$ cat config.mk
export PLATFORM = sky130hd
export DESIGN_NAME = fm_reg_top
export DESIGN_NICKNAME = d
export VERILOG_FILES = /design/src/rtl/fm_pkg.sv /design/src/rtl/fm_ch_regs.sv /design/src/rtl/fm_op_regs.sv /design/src/rtl/fm_reg_top.sv /design/src/rtl/fm_slot_timer.sv /design/src/rtl/fm_write_fsm.sv
export VERILOG_INCLUDE_DIRS = /design/src /design/src/rtl
export SDC_FILE = /design/constraint.sdc
export NUM_CORES = 1
export LEC_CHECK = 0
export ABC_CLOCK_PERIOD_IN_PS = 2550
export BUFFER_PORTS_ARGS = -buffer_cell sky130_fd_sc_hd__buf_2
export CORE_MARGIN = 2
export CORE_UTILIZATION = 54
export CTS_CLUSTER_DIAMETER = 100
export DETAILED_ROUTE_END_ITERATION = 12
export GPL_TIMING_DRIVEN = 1
export HOLD_SLACK_MARGIN = 0.03
export PLACE_DENSITY = 0.75
export SLEW_MARGIN = 30
export SYNTH_ARGS = -nofsm -noshare
export SYNTH_HDL_FRONTEND = slang
export SYNTH_SLANG_ARGS = --single-unit
$ cat constraint.sdc
create_clock -name clk -period 2.55 [get_ports clk]
set_input_delay 0.51 -clock clk [delete_from_list [all_inputs] [get_ports clk]]
set_output_delay 0.51 -clock clk [all_outputs]
set_load 0.005 [all_outputs]
$ cat src/rtl/fm_consts.svh
`ifndef FM_CONSTS_SVH
`define FM_CONSTS_SVH

// frame geometry
`define FM_SLOTS 24
`define FM_CHANNELS 6

// apb address layout, channel sits below the operator field
`define FM_ADDR_W 9
`define FM_KIND_LSB 5
`define FM_OP_LSB 3

// ring entry widths
`define FM_OP_ENTRY_W 45
`define FM_CH_ENTRY_W 27

// register kind codes
`define FM_KIND_DT_MUL 4'd0
`define FM_KIND_TL 4'd1
`define FM_KIND_KS_AR 4'd2
`define FM_KIND_AM_D1R 4'd3
`define FM_KIND_D2R 4'd4
`define FM_KIND_D1L_RR 4'd5
`define FM_KIND_SSG 4'd6
`define FM_KIND_FNUM_LO 4'd8
`define FM_KIND_BLOCK_FNHI 4'd9
`define FM_KIND_FB_ALG 4'd10
`define FM_KIND_PAN_MS 4'd11
`define FM_KIND_KEYON 4'd12

// write fsm states
`define FM_ST_IDLE 2'd0
`define FM_ST_WAIT 2'd1
`define FM_ST_RESP 2'd2

`endif

$ cat src/rtl/fm_pkg.sv
`default_nettype none

`include "fm_consts.svh"

package fm_pkg;

	typedef enum logic [3:0] {
		KIND_DT_MUL = `FM_KIND_DT_MUL,
		KIND_TL = `FM_KIND_TL,
		KIND_KS_AR = `FM_KIND_KS_AR,
		KIND_AM_D1R = `FM_KIND_AM_D1R,
		KIND_D2R = `FM_KIND_D2R,
		KIND_D1L_RR = `FM_KIND_D1L_RR,
		KIND_SSG = `FM_KIND_SSG,
		KIND_FNUM_LO = `FM_KIND_FNUM_LO,
		KIND_BLOCK_FNHI = `FM_KIND_BLOCK_FNHI,
		KIND_FB_ALG = `FM_KIND_FB_ALG,
		KIND_PAN_MS = `FM_KIND_PAN_MS,
		KIND_KEYON = `FM_KIND_KEYON
	} reg_kind_e;

	// one written byte, field layout depends on the register kind
	typedef union packed {
		logic [7:0] raw;
		struct packed {logic pad; logic [2:0] dt; logic [3:0] mul;} dt_mul;
		struct packed {logic [1:0] ks; logic pad; logic [4:0] ar;} ks_ar;
		struct packed {logic amen; logic [1:0] pad; logic [4:0] d1r;} am_d1r;
		struct packed {logic [3:0] d1l; logic [3:0] rr;} d1l_rr;
		struct packed {logic [3:0] pad; logic en; logic [2:0] mode;} ssg;
		struct packed {logic [1:0] pad; logic [2:0] block; logic [2:0] fnhi;} blk_fnhi;
		struct packed {logic [1:0] pad; logic [2:0] fb; logic [2:0] alg;} fb_alg;
		struct packed {logic [1:0] rl; logic [1:0] ams; logic pad; logic [2:0] pms;} pan_ms;
		struct packed {logic [3:0] mask; logic pad; logic [2:0] ch;} keyon;
	} reg_byte_u;

endpackage

`default_nettype wire

$ cat src/rtl/fm_ch_regs.sv
`timescale 1ns/1ps
`default_nettype none

`include "fm_consts.svh"

module fm_ch_regs (
	input wire clk,
	input wire rst,
	input wire ch_up,
	input wire fm_pkg::reg_kind_e up_kind,
	input wire fm_pkg::reg_byte_u up_data,
	output wire [10:0] fnum,
	output wire [2:0] block,
	output wire [2:0] feedback,
	output wire [2:0] algorithm,
	output wire [1:0] pan,
	output wire [1:0] am_sens,
	output wire [2:0] pm_sens
);
	import fm_pkg::*;

	logic [`FM_CH_ENTRY_W-1:0] ring [0:`FM_CHANNELS-1];
	logic [`FM_CH_ENTRY_W-1:0] head;
	logic [10:0] n_fnum;
	logic [2:0] n_block;
	logic [2:0] n_fb;
	logic [2:0] n_alg;
	logic [1:0] n_pan;
	logic [1:0] n_ams;
	logic [2:0] n_pms;

	assign head = ring[0];
	assign {block, fnum, feedback, algorithm, pan, am_sens, pm_sens} = head;

	always_comb begin
		{n_block, n_fnum, n_fb, n_alg, n_pan, n_ams, n_pms} = head;
		if (ch_up) begin
			case (up_kind)
				KIND_FNUM_LO: n_fnum[7:0] = up_data.raw;
				// block and the top fnum bits share one write
				KIND_BLOCK_FNHI: begin
					n_block = up_data.blk_fnhi.block;
					n_fnum[10:8] = up_data.blk_fnhi.fnhi;
				end
				KIND_FB_ALG: {n_fb, n_alg} = {up_data.fb_alg.fb, up_data.fb_alg.alg};
				KIND_PAN_MS: begin
					n_pan = up_data.pan_ms.rl;
					n_ams = up_data.pan_ms.ams;
					n_pms = up_data.pan_ms.pms;
				end
				default: ;
			endcase
		end
	end

	// one entry per channel, head is the current slot's channel
	always_ff @(posedge clk) begin
		if (rst) begin
			for (int i = 0; i < `FM_CHANNELS; i++) begin
				ring[i] <= '0;
			end
		end else begin
			for (int i = 0; i < `FM_CHANNELS - 1; i++) begin
				ring[i] <= ring[i+1];
			end
			ring[`FM_CHANNELS-1] <= {n_block, n_fnum, n_fb, n_alg, n_pan, n_ams, n_pms};
		end
	end

endmodule

`default_nettype wire

$ cat src/rtl/fm_op_regs.sv
`timescale 1ns/1ps
`default_nettype none

`include "fm_consts.svh"

module fm_op_regs (
	input wire clk,
	input wire rst,
	input wire op_up,
	input wire kon_up,
	input wire fm_pkg::reg_kind_e up_kind,
	input wire fm_pkg::reg_byte_u up_data,
	input wire [2:0] slot_ch,
	output wire [2:0] detune,
	output wire [3:0] multiple,
	output wire [6:0] total_level,
	output wire [1:0] key_scale,
	output wire [4:0] attack_rate,
	output wire am_enable,
	output wire [4:0] decay1_rate,
	output wire [4:0] decay2_rate,
	output wire [3:0] sustain_level,
	output wire [3:0] release_rate,
	output wire ssg_enable,
	output wire [2:0] ssg_mode,
	output wire keyon
);
	import fm_pkg::*;

	logic [`FM_OP_ENTRY_W-1:0] ring [0:`FM_SLOTS-1];
	logic [`FM_OP_ENTRY_W-1:0] head;
	logic [`FM_OP_ENTRY_W-1:0] merged;
	logic [3:0] kon_mask [0:`FM_CHANNELS-1];
	logic [1:0] head_op;
	logic [2:0] n_dt;
	logic [3:0] n_mul;
	logic [6:0] n_tl;
	logic [1:0] n_ks;
	logic [4:0] n_ar;
	logic n_amen;
	logic [4:0] n_d1r;
	logic [4:0] n_d2r;
	logic [3:0] n_d1l;
	logic [3:0] n_rr;
	logic n_ssg_en;
	logic [2:0] n_ssg_mode;

	assign head = ring[0];
	assign {keyon, detune, multiple, total_level, key_scale, attack_rate, am_enable,
		decay1_rate, decay2_rate, sustain_level, release_rate, ssg_enable, ssg_mode} = head;

	always_comb begin
		{n_dt, n_mul, n_tl, n_ks, n_ar, n_amen, n_d1r, n_d2r, n_d1l, n_rr, n_ssg_en,
			n_ssg_mode} = head[`FM_OP_ENTRY_W-2:0];
		if (op_up) begin
			case (up_kind)
				KIND_DT_MUL: {n_dt, n_mul} = {up_data.dt_mul.dt, up_data.dt_mul.mul};
				KIND_TL: n_tl = up_data.raw[6:0];
				KIND_KS_AR: {n_ks, n_ar} = {up_data.ks_ar.ks, up_data.ks_ar.ar};
				KIND_AM_D1R: {n_amen, n_d1r} = {up_data.am_d1r.amen, up_data.am_d1r.d1r};
				KIND_D2R: n_d2r = up_data.raw[4:0];
				KIND_D1L_RR: {n_d1l, n_rr} = {up_data.d1l_rr.d1l, up_data.d1l_rr.rr};
				KIND_SSG: {n_ssg_en, n_ssg_mode} = {up_data.ssg.en, up_data.ssg.mode};
				default: ;
			endcase
		end
		// key bit always refreshed from the channel's latest mask
		merged = {kon_mask[slot_ch][head_op], n_dt, n_mul, n_tl, n_ks, n_ar, n_amen,
			n_d1r, n_d2r, n_d1l, n_rr, n_ssg_en, n_ssg_mode};
	end

	always_ff @(posedge clk) begin
		if (rst) begin
			head_op <= 2'd0;
			for (int i = 0; i < `FM_SLOTS; i++) begin
				ring[i] <= '0;
			end
			for (int c = 0; c < `FM_CHANNELS; c++) begin
				kon_mask[c] <= 4'd0;
			end
		end else begin
			// operator of the head entry, steps on each channel wrap
			if (slot_ch == `FM_CHANNELS - 1) begin
				head_op <= head_op + 2'd1;
			end
			for (int i = 0; i < `FM_SLOTS - 1; i++) begin
				ring[i] <= ring[i+1];
			end
			ring[`FM_SLOTS-1] <= merged;
			if (kon_up) begin
				kon_mask[up_data.keyon.ch] <= up_data.keyon.mask;
			end
		end
	end

endmodule

`default_nettype wire

$ cat src/rtl/fm_reg_top.sv
`timescale 1ns/1ps
`default_nettype none

`include "fm_consts.svh"

module fm_reg_top (
	input wire clk,
	input wire rst,
	input wire psel,
	input wire penable,
	input wire pwrite,
	input wire [`FM_ADDR_W-1:0] paddr,
	input wire [7:0] pwdata,
	output wire pready,
	output wire pslverr,
	output wire [4:0] slot,
	output wire [2:0] ch,
	output wire [1:0] op,
	output wire frame_start,
	// operator parameters
	output wire [2:0] detune,
	output wire [3:0] multiple,
	output wire [6:0] total_level,
	output wire [1:0] key_scale,
	output wire [4:0] attack_rate,
	output wire am_enable,
	output wire [4:0] decay1_rate,
	output wire [4:0] decay2_rate,
	output wire [3:0] sustain_level,
	output wire [3:0] release_rate,
	output wire ssg_enable,
	output wire [2:0] ssg_mode,
	output wire keyon,
	// channel parameters
	output wire [10:0] fnum,
	output wire [2:0] block,
	output wire [2:0] feedback,
	output wire [2:0] algorithm,
	output wire [1:0] pan,
	output wire [1:0] am_sens,
	output wire [2:0] pm_sens
);
	import fm_pkg::*;

	wire op_up;
	wire ch_up;
	wire kon_up;
	reg_kind_e up_kind;
	reg_byte_u up_data;

	fm_slot_timer u_timer (
		.clk(clk),
		.rst(rst),
		.slot(slot),
		.slot_ch(ch),
		.slot_op(op),
		.frame_start(frame_start)
	);

	fm_write_fsm u_fsm (
		.clk(clk),
		.rst(rst),
		.psel(psel),
		.penable(penable),
		.pwrite(pwrite),
		.paddr(paddr),
		.pwdata(pwdata),
		.slot(slot),
		.slot_ch(ch),
		.pready(pready),
		.pslverr(pslverr),
		.op_up(op_up),
		.ch_up(ch_up),
		.kon_up(kon_up),
		.up_kind(up_kind),
		.up_data(up_data)
	);

	fm_op_regs u_op_regs (
		.clk(clk),
		.rst(rst),
		.op_up(op_up),
		.kon_up(kon_up),
		.up_kind(up_kind),
		.up_data(up_data),
		.slot_ch(ch),
		.detune(detune),
		.multiple(multiple),
		.total_level(total_level),
		.key_scale(key_scale),
		.attack_rate(attack_rate),
		.am_enable(am_enable),
		.decay1_rate(decay1_rate),
		.decay2_rate(decay2_rate),
		.sustain_level(sustain_level),
		.release_rate(release_rate),
		.ssg_enable(ssg_enable),
		.ssg_mode(ssg_mode),
		.keyon(keyon)
	);

	fm_ch_regs u_ch_regs (
		.clk(clk),
		.rst(rst),
		.ch_up(ch_up),
		.up_kind(up_kind),
		.up_data(up_data),
		.fnum(fnum),
		.block(block),
		.feedback(feedback),
		.algorithm(algorithm),
		.pan(pan),
		.am_sens(am_sens),
		.pm_sens(pm_sens)
	);

endmodule

`default_nettype wire

$ cat src/rtl/fm_slot_timer.sv
`timescale 1ns/1ps
`default_nettype none

`include "fm_consts.svh"

module fm_slot_timer (
	input wire clk,
	input wire rst,
	output logic [4:0] slot,
	output logic [2:0] slot_ch,
	output logic [1:0] slot_op,
	output wire frame_start
);

	// channel and operator kept as counters next to the slot count
	always_ff @(posedge clk) begin
		if (rst) begin
			slot <= 5'd0;
			slot_ch <= 3'd0;
			slot_op <= 2'd0;
		end else begin
			if (slot == `FM_SLOTS - 1) begin
				slot <= 5'd0;
			end else begin
				slot <= slot + 5'd1;
			end
			if (slot_ch == `FM_CHANNELS - 1) begin
				slot_ch <= 3'd0;
				slot_op <= slot_op + 2'd1;
			end else begin
				slot_ch <= slot_ch + 3'd1;
			end
		end
	end

	assign frame_start = (slot == 5'd0);

endmodule

`default_nettype wire

$ cat src/rtl/fm_write_fsm.sv
`timescale 1ns/1ps
`default_nettype none

`include "fm_consts.svh"

module fm_write_fsm (
	input wire clk,
	input wire rst,
	input wire psel,
	input wire penable,
	input wire pwrite,
	input wire [`FM_ADDR_W-1:0] paddr,
	input wire [7:0] pwdata,
	input wire [4:0] slot,
	input wire [2:0] slot_ch,
	output wire pready,
	output wire pslverr,
	output wire op_up,
	output wire ch_up,
	output wire kon_up,
	output fm_pkg::reg_kind_e up_kind,
	output fm_pkg::reg_byte_u up_data
);
	import fm_pkg::*;

	logic [1:0] state;
	logic err_q;
	reg_kind_e kind_q;
	reg_byte_u data_q;
	logic [4:0] tgt_slot;
	logic [2:0] tgt_ch;
	logic wait_ch;

	reg_kind_e kind_in;
	reg_byte_u data_in;
	logic [1:0] op_in;
	logic [2:0] ch_in;
	logic [4:0] slot_in;
	logic is_op_kind;
	logic is_ch_kind;
	logic is_kon_kind;
	logic valid;
	logic access;

	assign kind_in = reg_kind_e'(paddr[`FM_KIND_LSB +: 4]);
	assign op_in = paddr[`FM_OP_LSB +: 2];
	assign ch_in = paddr[`FM_OP_LSB-1:0];
	assign data_in = pwdata;
	// op * 6 + ch
	assign slot_in = {1'b0, op_in, 2'b00} + {2'b00, op_in, 1'b0} + {2'b00, ch_in};

	always_comb begin
		is_op_kind = 1'b0;
		is_ch_kind = 1'b0;
		is_kon_kind = 1'b0;
		case (kind_in)
			KIND_DT_MUL, KIND_TL, KIND_KS_AR, KIND_AM_D1R,
			KIND_D2R, KIND_D1L_RR, KIND_SSG: is_op_kind = 1'b1;
			KIND_FNUM_LO, KIND_BLOCK_FNHI, KIND_FB_ALG,
			KIND_PAN_MS: is_ch_kind = 1'b1;
			KIND_KEYON: is_kon_kind = 1'b1;
			default: ;
		endcase
	end

	// key-on carries its channel in the data byte
	assign valid = pwrite &&
		(((is_op_kind || is_ch_kind) && (ch_in < `FM_CHANNELS)) ||
		(is_kon_kind && (data_in.keyon.ch < `FM_CHANNELS)));

	assign access = (state == `FM_ST_IDLE) && psel && penable;

	always_ff @(posedge clk) begin
		if (rst) begin
			state <= `FM_ST_IDLE;
			err_q <= 1'b0;
		end else begin
			case (state)
				`FM_ST_IDLE: begin
					if (access) begin
						err_q <= !valid;
						if (valid && !is_kon_kind) begin
							state <= `FM_ST_WAIT;
						end else begin
							state <= `FM_ST_RESP;
						end
					end
				end
				`FM_ST_WAIT: begin
					if (op_up || ch_up) begin
						state <= `FM_ST_RESP;
					end
				end
				default: state <= `FM_ST_IDLE;
			endcase
		end
	end

	// decoded transfer, held while waiting for the slot
	always_ff @(posedge clk) begin
		if (access) begin
			kind_q <= kind_in;
			data_q <= data_in;
			tgt_slot <= slot_in;
			tgt_ch <= ch_in;
			wait_ch <= is_ch_kind;
		end
	end

	assign kon_up = access && valid && is_kon_kind;
	assign op_up = (state == `FM_ST_WAIT) && !wait_ch && (slot == tgt_slot);
	assign ch_up = (state == `FM_ST_WAIT) && wait_ch && (slot_ch == tgt_ch);

	// key-on goes out straight from the bus, slot writes from the held copy
	assign up_kind = (state == `FM_ST_IDLE) ? kind_in : kind_q;
	assign up_data = (state == `FM_ST_IDLE) ? data_in : data_q;

	assign pready = (state == `FM_ST_RESP);
	assign pslverr = (state == `FM_ST_RESP) && err_q;

endmodule

`default_nettype wire

==> Word-level counts from Yosys, hierarchy flattened <==
Memory sizes are Yosys's and may differ from the RTL's. A register that Yosys moved wholly into a read port is not among the register bits.
Cells that the tools add are included.
{ "totals": {"ff_bits": 36, "ramBits": 1266, "inputBits": 22, "out_inout_bits": 85, "word_cells": 202, "mem_count": 3} }
{ "memory_table": {"columns": ["memory", "depth", "word_bits", "read_ports", "rd_clocked_by_memory_dff", "wr", "line_no", "source"], "rows": [
  ["u_op_regs.ring", 24, 45, 24, 0, 24, "fm_op_regs.sv:30", "logic [`FM_OP_ENTRY_W-1:0] ring [0:`FM_SLOTS-1];"],
  ["u_ch_regs.ring", 6, 27, 6, 0, 6, "fm_ch_regs.sv:22", "logic [`FM_CH_ENTRY_W-1:0] ring [0:`FM_CHANNELS-1];"],
  ["u_op_regs.kon_mask", 6, 4, 1, 1, 6, "fm_op_regs.sv:33", "logic [3:0] kon_mask [0:`FM_CHANNELS-1];"]
]} }
{ "classes": {"add_sub_neg": 6, "magnitude_cmp": 3, "eq_ne": 29, "muxes": 90, "bitwise_logic": 30, "n_reduce_logical": 30} }
{ "op_table": {"columns": ["operator", "count"], "rows": [
  ["2-to-1 mux 45 bit", 24],
  ["2-to-1 mux 27 bit", 6],
  ["2-to-1 mux 3 bit", 15],
  ["equality test 4 bit, second input constant", 9],
  ["2-to-1 mux 4 bit", 8],
  ["2-to-1 mux 5 bit", 6],
  ["OR 1 bit", 30],
  ["equality test 4 x 3 -> 1 bit, second input constant", 6],
  ["2-to-1 mux 2 bit", 9],
  ["equality test 4 x 2 -> 1 bit, second input constant", 4],
  ["2-to-1 mux 8 bit", 2],
  ["2-to-1 mux 1 bit", 15],
  ["2-to-1 mux 7 bit", 2],
  ["logical AND 1 bit", 13],
  ["2-to-1 mux 11 bit", 1],
  ["equality test 4 x 1 -> 1 bit, second input constant", 2],
  ["logical NOT 4 bit", 2],
  ["OR reduction 4 bit", 2],
  ["OR reduction 7 bit", 1],
  ["less-than comparator 3 bit, second input constant", 2],
  ["adder 4 x 3 -> 5 bit", 1],
  ["adder 5 x 1 -> 5 bit, second input constant", 1],
  ["adder 5 x 3 -> 5 bit", 1],
  ["equality test 5 bit", 1],
  ["other kinds (17)", 25]
]} }

==> Depth between registers and ports, before layout <==
Gate-level depths: netlist (run 1).
{ "logic_depth": {"word_depth": 14, "mapped_depth": 7} }

==> Cells and area by module <==
Synthesis (run 1) repeated with hierarchy kept, for this count alone.
{ "unflattened": {"hier_cells": 3014, "hier_area_um2": 37475.9} }
{ "by_module_without_submodules": {"columns": ["mod", "instances", "cells_per_inst", "area_per_inst_um2"], "rows": [
  ["fm_op_regs", 1, 2500, 31166.1],
  ["fm_ch_regs", 1, 389, 4745.8],
  ["fm_write_fsm", 1, 81, 1146.1],
  ["fm_slot_timer", 1, 44, 417.9]
]} }

==> Worst setup path before layout (run 1) <==
Ideal clock, no wire load.
{ "synth_path": {"kind": "flip-flop to flip-flop", "startpoint": "reg u_fsm.state[0]", "endpoint": "mem u_op_regs.kon_mask[3][0], enable pin", "setup_time_ns": 0.379, "t_arrival_ns": 2.135, "t_required_ns": 2.171, "path_slack_ns": 0.036, "stages_incl_launch_ff": 6, "n_path_buf": 2, "period_less_slack_ns": 2.514, "cell_sequence": "dfxtp_1 clkbuf_1 and4bb_2 nand4_1 clkbuf_1 o41ai_1"} }
{ "synth_rtl": {"columns": ["item", "line_no", "source"], "rows": [
  ["start: declaration", "fm_write_fsm.sv:26", "logic [1:0] state;"],
  ["start signal: assignment", "fm_write_fsm.sv:75", "state <= `FM_ST_IDLE;"],
  ["start signal: assignment", "fm_write_fsm.sv:83", "state <= `FM_ST_WAIT;"],
  ["start signal: assignment", "fm_write_fsm.sv:85", "state <= `FM_ST_RESP;"],
  ["end: declaration", "fm_op_regs.sv:33", null]
]} }

==> results.toml, run 1 <==
[outcome]
status = "complete, no violations"

[synthesis]
yosysMostFrequentCell = "dfxtp_1"
synth_flop_cell = "dfxtp_1"
yosys-top-cells-count = "dfxtp_1 (1257), nor2b_1 (1176), clkbuf_1 (158)"
syn-cell-area_um2 = 37900
synth_edf_count = 52
synthArstFlopShare_pct = 0
synth_cell_type_count = 61
synth_area_leader_cell = "dfxtp_1"
synth_area_leaders = "dfxtp_1 (66%), nor2b_1 (19%), edfxtp_1 (4.1%)"
ys.warnings.count = 0
synth.avg_cell_area_um2 = 12.3
yosysSeqAreaShare_pct = 70.5
yosysTopAreaCellShare_pct = 66.4
synth.ff_latch_count = 1309
synth_cells = 3072

[pwr]
p_sw_share_pct = 20.5
combPwrFrac_pct = 2.1
p_int_mw = 31.2
peakVddDrop_v = 0.000594
p_leak_nw = 17.2
power_density_nw_per_um2 = 909
clockPowerShare_pct = 45.2
pwr-share-seq_pct = 52.7
power_switching_mw = 8.05

[worst_setup_path]
path_max_fanout = 11
path_class = "reg2reg"
worstSetupStartpointType = "register"
crit_required_ns = 3.07
reg2reg_slack_ns = 0.10
endpoint_kind = "register"
critPathArrivalTime_ns = 2.97

[clock_tree]
clock-sinks = 1309
cts_tree = "done"
cts_root_buf = "clkbuf_16"
cts-resized-gates = 0
cts_max_path_buffers = 3
clk_latency_ns = 0.68
clk_pin_slew_ns = 0.07
cts_buffers = 115
htree_levels = 3

[finish]
nets = 3154
multi_input_area_um2 = 9990
drive_gt1_share_pct = 12.3
nFillCells = 5175
syn_to_final_growth_pct = 13.8
regArea_um2 = 26700

[route]
drt_drc_violations_left = 0
wl_per_cell_um = 15.0
final_antenna_net_count = 0
totalWireLength_mm = 62.4
vias = 19300
via_per_inst = 4.63
firstDrtPassIters = 5
drt_iter0_drc = 1210

[die]
ioPinCount = 107
core_um2 = 69800
die_area_um2 = 72300
fp-row-count = 97
die_w_um = 269
initial_core_util_pct = 54.3
die_h_um = 269

[sta]
rsz0062_at_grt = "false"
finalHoldViolCount = 0
tightest_slew_ns = 0.903
slew_headroom_pct = 39.8
setup_tns_ns = 0
period_share_pct = 96.0
report.final.slew_viol_count = 0
max_freq_mhz = 409
final.setup_skew_ns = 0.0497
finalCriticalPeriod_ns = 2.45
whs_ns = 0.0887
setup_violations = 0

[placement]
place_hpwl_mm = 38.6
io_buffers = 106
gp_congestion = 0.845

[global_route]
track_usage_pct = 17.2
grt_start_max_net_pins = 219
grt-ovfl-total = 0
first_global_vias = 18800
grt_first_pass_wirelength_mm = 97.5
antenna_found_initial = 2

[run]
cap_violations = 0

[worst_hold_path]
hold_class = "in2reg"
area by class of cell:
type,instances,share of cell area (%)
antenna,5,0.0290
clock buffer,146,7.44
clock inverter,63,1.92
inverter,12,0.104
multi-input combinational,1521,23.2
sequential,1309,62.0
tap,940,2.73
timing repair buffer,165,2.62
registers in the layout (all words and copies together) (netlist names):
register and cells:
u_ch_regs.ring 162, u_fsm.data_q 8, u_fsm.err_q 1, u_fsm.kind_q 4, u_fsm.state 2, u_fsm.tgt_ch 3, u_fsm.tgt_slot 4, u_fsm.wait_ch 1
u_op_regs.head_op 2, u_op_regs.kon_mask 32, u_op_regs.ring 1080, u_timer.slot 5, u_timer.slot_ch 3, u_timer.slot_op 2
cells in the final DEF, fill, tap and decap left out, types with 5 or more instances in the layout:
cell and instances:
buf_2 105, clkbuf_1 11, and3_1 14, buf_4 41, mux2_2 10, xnor2_1 6, ha_1 6, clkbuf_8 19
nor3_1 13, clkinv_2 27, conb_1 8, nor2b_1 1176, nand2_1 48, nor2_1 19, clkinv_16 5, nand2b_1 8
dlygate4sd3_1 8, dfxtp_1 1257, a31oi_1 28, clkinvlp_4 8, inv_1 11, mux2i_1 44, edfxtp_1 52, a211oi_1 30
diode_2 5, a41oi_1 12, clkbuf_16 116, nor4_1 16, xor2_1 8, mux4_2 7, buf_12 10, bufinv_16 13
metrics by stage:
step	util, %	instance area (um2)	instances	setup slack [ns]	power, mW
CTS	61.7	43100	4155	0.187	39.5
global route	61.8	43100	4156	0.0367	40.5
global placement	55.9	39000	3939	0.0196	21.9
detailed placement	55.9	39000	3939	0.0745	21.9
finish	61.8	43100	4161	0.102	39.2
floorplan	-	37900	3079	0.0356	21.7
repair_timing:
| action | in CTS | in global routing |
|---|---|---|
| hold endpoints to repair | 7 | 1 |
| hold buffers | 7 | 1 |
| buffers inserted | 0 | 0 |
power groups by stage:
stage	Clock [mW]	Combinational, mW	Sequential [mW]
2_1_floorplan	0	0.546	21.1
3_3_place_gp	0	0.792	21.1
3_5_place_dp	0	0.809	21.1
4_1_cts	18.1	0.820	20.7
5_1_grt	18.9	0.900	20.7
6_report	17.7	0.823	20.7
worst max-delay path, cell delays in order, from the launching register on:
cell	delay, ns
dfxtp_1	0.32
nor2_2	0.53
buf_4	0.32
mux2i_1	0.18
nor4_1	0.71
and3_1	0.26
layer usage:
layer	part of all wire (%)	GRT usage, %
met2	43	26.1
met1	49	24.3
met4	2.0	5.17
met3	6.1	4.02
met5	0	0
path summary, 6_finish.rpt:
path | from | end | cells past startpoint
max | u_fsm.state[1]$_SDFFE_PP0P_ | u_op_regs.kon_mask[0][1]$_SDFFCE_PN0P_ | 5
min | paddr[2] | u_fsm.tgt_ch[2]$_DFFE_PP_ | 1
max reg2reg | u_fsm.state[1]$_SDFFE_PP0P_ | u_op_regs.kon_mask[0][1]$_SDFFCE_PN0P_ | 5
min reg2reg | u_op_regs.ring[0][666]$_SDFF_PP0_ | u_op_regs.ring[0][621]$_SDFF_PP0_ | 1
cell families after synthesis:
kind of cell / synth area share (%)
AOI/OAI and AO/OA: 1.95
xor gates and xnor gates: 0.324
adders and majority gates: 0.304
buffers and inverters: 3.19
DFF: 70.5
muxes: 1.88
other: 0.00990
and+or+nand+nor: 21.8
Power figures use the tool's default switching activity.
==> inputs of run 2 (changes only) <==
Settings changed: BUFFER_PORTS_ARGS -buffer_cell sky130_fd_sc_hd__buf_2 to not set, CORE_UTILIZATION 54 to 55, DONT_BUFFER_PORTS set to 1.
==> run 2 against run 1 <==
Against the previous run:
- hold slack lost 0.017 ns
- critical endpoint is now u_op_regs.ring[0][1063]$_SDFF_PP0_
- the flow now finishes with violations (slew limit, setup timing)
- die area fell by 1.8%
- critical path type is now in2reg
- maximum frequency decreased by 21%
- combinational power down 36%
- clock-buffer cell count up 30
- final cell count grew 8.8%
- largest cell class unchanged
==> results.toml, run 2 (synthesis results as in run 1) <==
[outcome]
status = "finished with violations"
violations = "slew limit, setup timing"

[sta]
max_freq_mhz = 322
final.setup_skew_ns = 0.0553
report.final.slew_viol_count = 762
setup_violations = 89
rsz0062_at_grt = "false"
setup_ws_ns = -0.555
setup_tns_ns = -31.66
whs_ns = 0.0713
finalHoldViolCount = 0
period_share_pct = 122
tightest_slew_ns = 2.72
slew_headroom_pct = -81.5
finalCriticalPeriod_ns = 3.10

[die]
fp-row-count = 96
die_h_um = 266
die_w_um = 266
core_um2 = 68300
ioPinCount = 107
initial_core_util_pct = 55.4
die_area_um2 = 71000

[clock_tree]
cts_buffers = 116
clock-sinks = 1309
clk_pin_slew_ns = 0.06
clk_latency_ns = 0.67
cts_root_buf = "clkbuf_16"
cts_post_setup_buffers_inserted = 0
cts_max_path_buffers = 3
cts_tree = "done"
htree_levels = 3

[worst_setup_path]
crit_required_ns = 3.13
startpoint = "rst"
r2r_start = "u_fsm.state[0]$_SDFFE_PP0P_"
r2r-end = "u_op_regs.kon_mask[3][0]$_SDFFCE_PN0P_"
worstSetupStartpointType = "primary input"
cp-endpoint = "u_op_regs.ring[0][1063]$_SDFF_PP0_"
worstRegToRegCells = 5
reg2reg_slack_ns = 0.12
path_class = "in2reg"
endpoint_kind = "register"
path_max_fanout = 1086
critPathArrivalTime_ns = 3.68

[placement]
post-place-ws_ns = 0.170
place_area_um2 = 38100
place_hpwl_mm = 36.6
io_buffers = 0
gp_congestion = 0.851
dp.cells = 3757

[finish]
regMostFlops = "u_op_regs.ring"
regArea_um2 = 26700
final_common_cell = "dfxtp_1"
multi_input_area_um2 = 10000
syn_to_final_growth_pct = 25.9
final_cells = 4529
nFillCells = 4029
drive_gt1_share_pct = 7.02
reg.largest.list = "u_op_regs.ring: 1080 flops, u_ch_regs.ring: 162 flops, u_op_regs.kon_mask: 32 flops"
nets = 3585
layout_common_cells = "dfxtp_1 (1257), nor2b_1 (1176), dlygate4sd3_1 (560)"
finish.utilization_pct = 69.8
final_cell_area_um2 = 47700
largest_reg_flops = 1080

[run]
cap_violations = 0

[route]
wl_per_cell_um = 19.2
drt_drc_violations_left = 0
vias = 21900
totalWireLength_mm = 87.0
final_antenna_net_count = 0
via_per_inst = 4.85
drt_iter0_drc = 1718
firstDrtPassIters = 7

[worst_hold_path]
hold_class = "in2reg"

[global_route]
grt_start_max_net_pins = 1087
first_global_vias = 23200
antenna_found_initial = 4
track_usage_pct = 24.4
grt-ovfl-total = 0
grt_first_pass_wirelength_mm = 133

[pwr]
p_leak_nw = 20.3
finalPower_mw = 39.0
power_density_nw_per_um2 = 817
peakVddDrop_v = 0.000681
==> run 2: cell count changes in the layout (fill, tap and decap cells not counted), sizes merged <==
cell,before,now
clkinv,36,20
diode,5,1
bufinv,13,6
clkinvlp,8,4
clkbuf,146,176
buf,157,35
dlygate4sd3,8,560
inv,18,15
==> run 2: critical path: stages <==
cell and delay (ns):
inv_2 1.21, buf_4 0.43, nand2_1 0.16, mux2i_1 0.16
==> run 2: power by group <==
part	total [mW]	internal [mW]	switching, mW
Sequential	20.7	20.6	0.0436
Clock	17.8	10.0	7.76
Combinational	0.523	0.184	0.339
==> run 2: worst min-delay path by stage <==
stage | from | end | slack [ns] | depth (start not counted)
5_1_grt | paddr[1] | u_fsm.tgt_slot[1]$_DFFE_PP_ | 0.05 | 1
3_5_place_dp | u_ch_regs.ring[0][64]$_SDFF_PP0_ | u_ch_regs.ring[0][37]$_SDFF_PP0_ | 0.42 | 1
3_3_place_gp | u_ch_regs.ring[0][72]$_SDFF_PP0_ | u_ch_regs.ring[0][45]$_SDFF_PP0_ | 0.42 | 1
4_1_cts | rst | u_op_regs.ring[0][1002]$_SDFF_PP0_ | 0.03 | 1
6_report | paddr[1] | u_fsm.tgt_slot[1]$_DFFE_PP_ | 0.07 | 1
2_1_floorplan | u_ch_regs.ring[0][27]$_SDFF_PP0_ | u_ch_regs.ring[0][0]$_SDFF_PP0_ | 0.41 | 1
==> run 2: what timing repair did <==
item,CTS,global route
hold endpoints to repair,677,0
hold buffers,562,0
setup endpoints to repair,0,8
resized for setup,0,3
==> run 2: area by class of cell <==
| type | instances | share of cell area [%] |
|---|---|---|
| Multi-Input combinational cell | 1521 | 21.0 |
| Clock inverter | 33 | 0.975 |
| Sequential cell | 1309 | 56.0 |
| Tap cell | 882 | 2.31 |
| Clock buffer | 176 | 7.26 |
| Timing Repair Buffer | 595 | 12.4 |
| Inverter | 12 | 0.0944 |
| Antenna cell | 1 | 0.00524 |
==> run 2: metal layers <==
layer  share of wire, %  GRT usage, %  up-vias
met5                  0             0        -
met4                4.1          10.5        0
met3                6.9          6.48      226
met2                 49          42.1      570
met1                 40          28.6    10600
li1                   -             -    10500
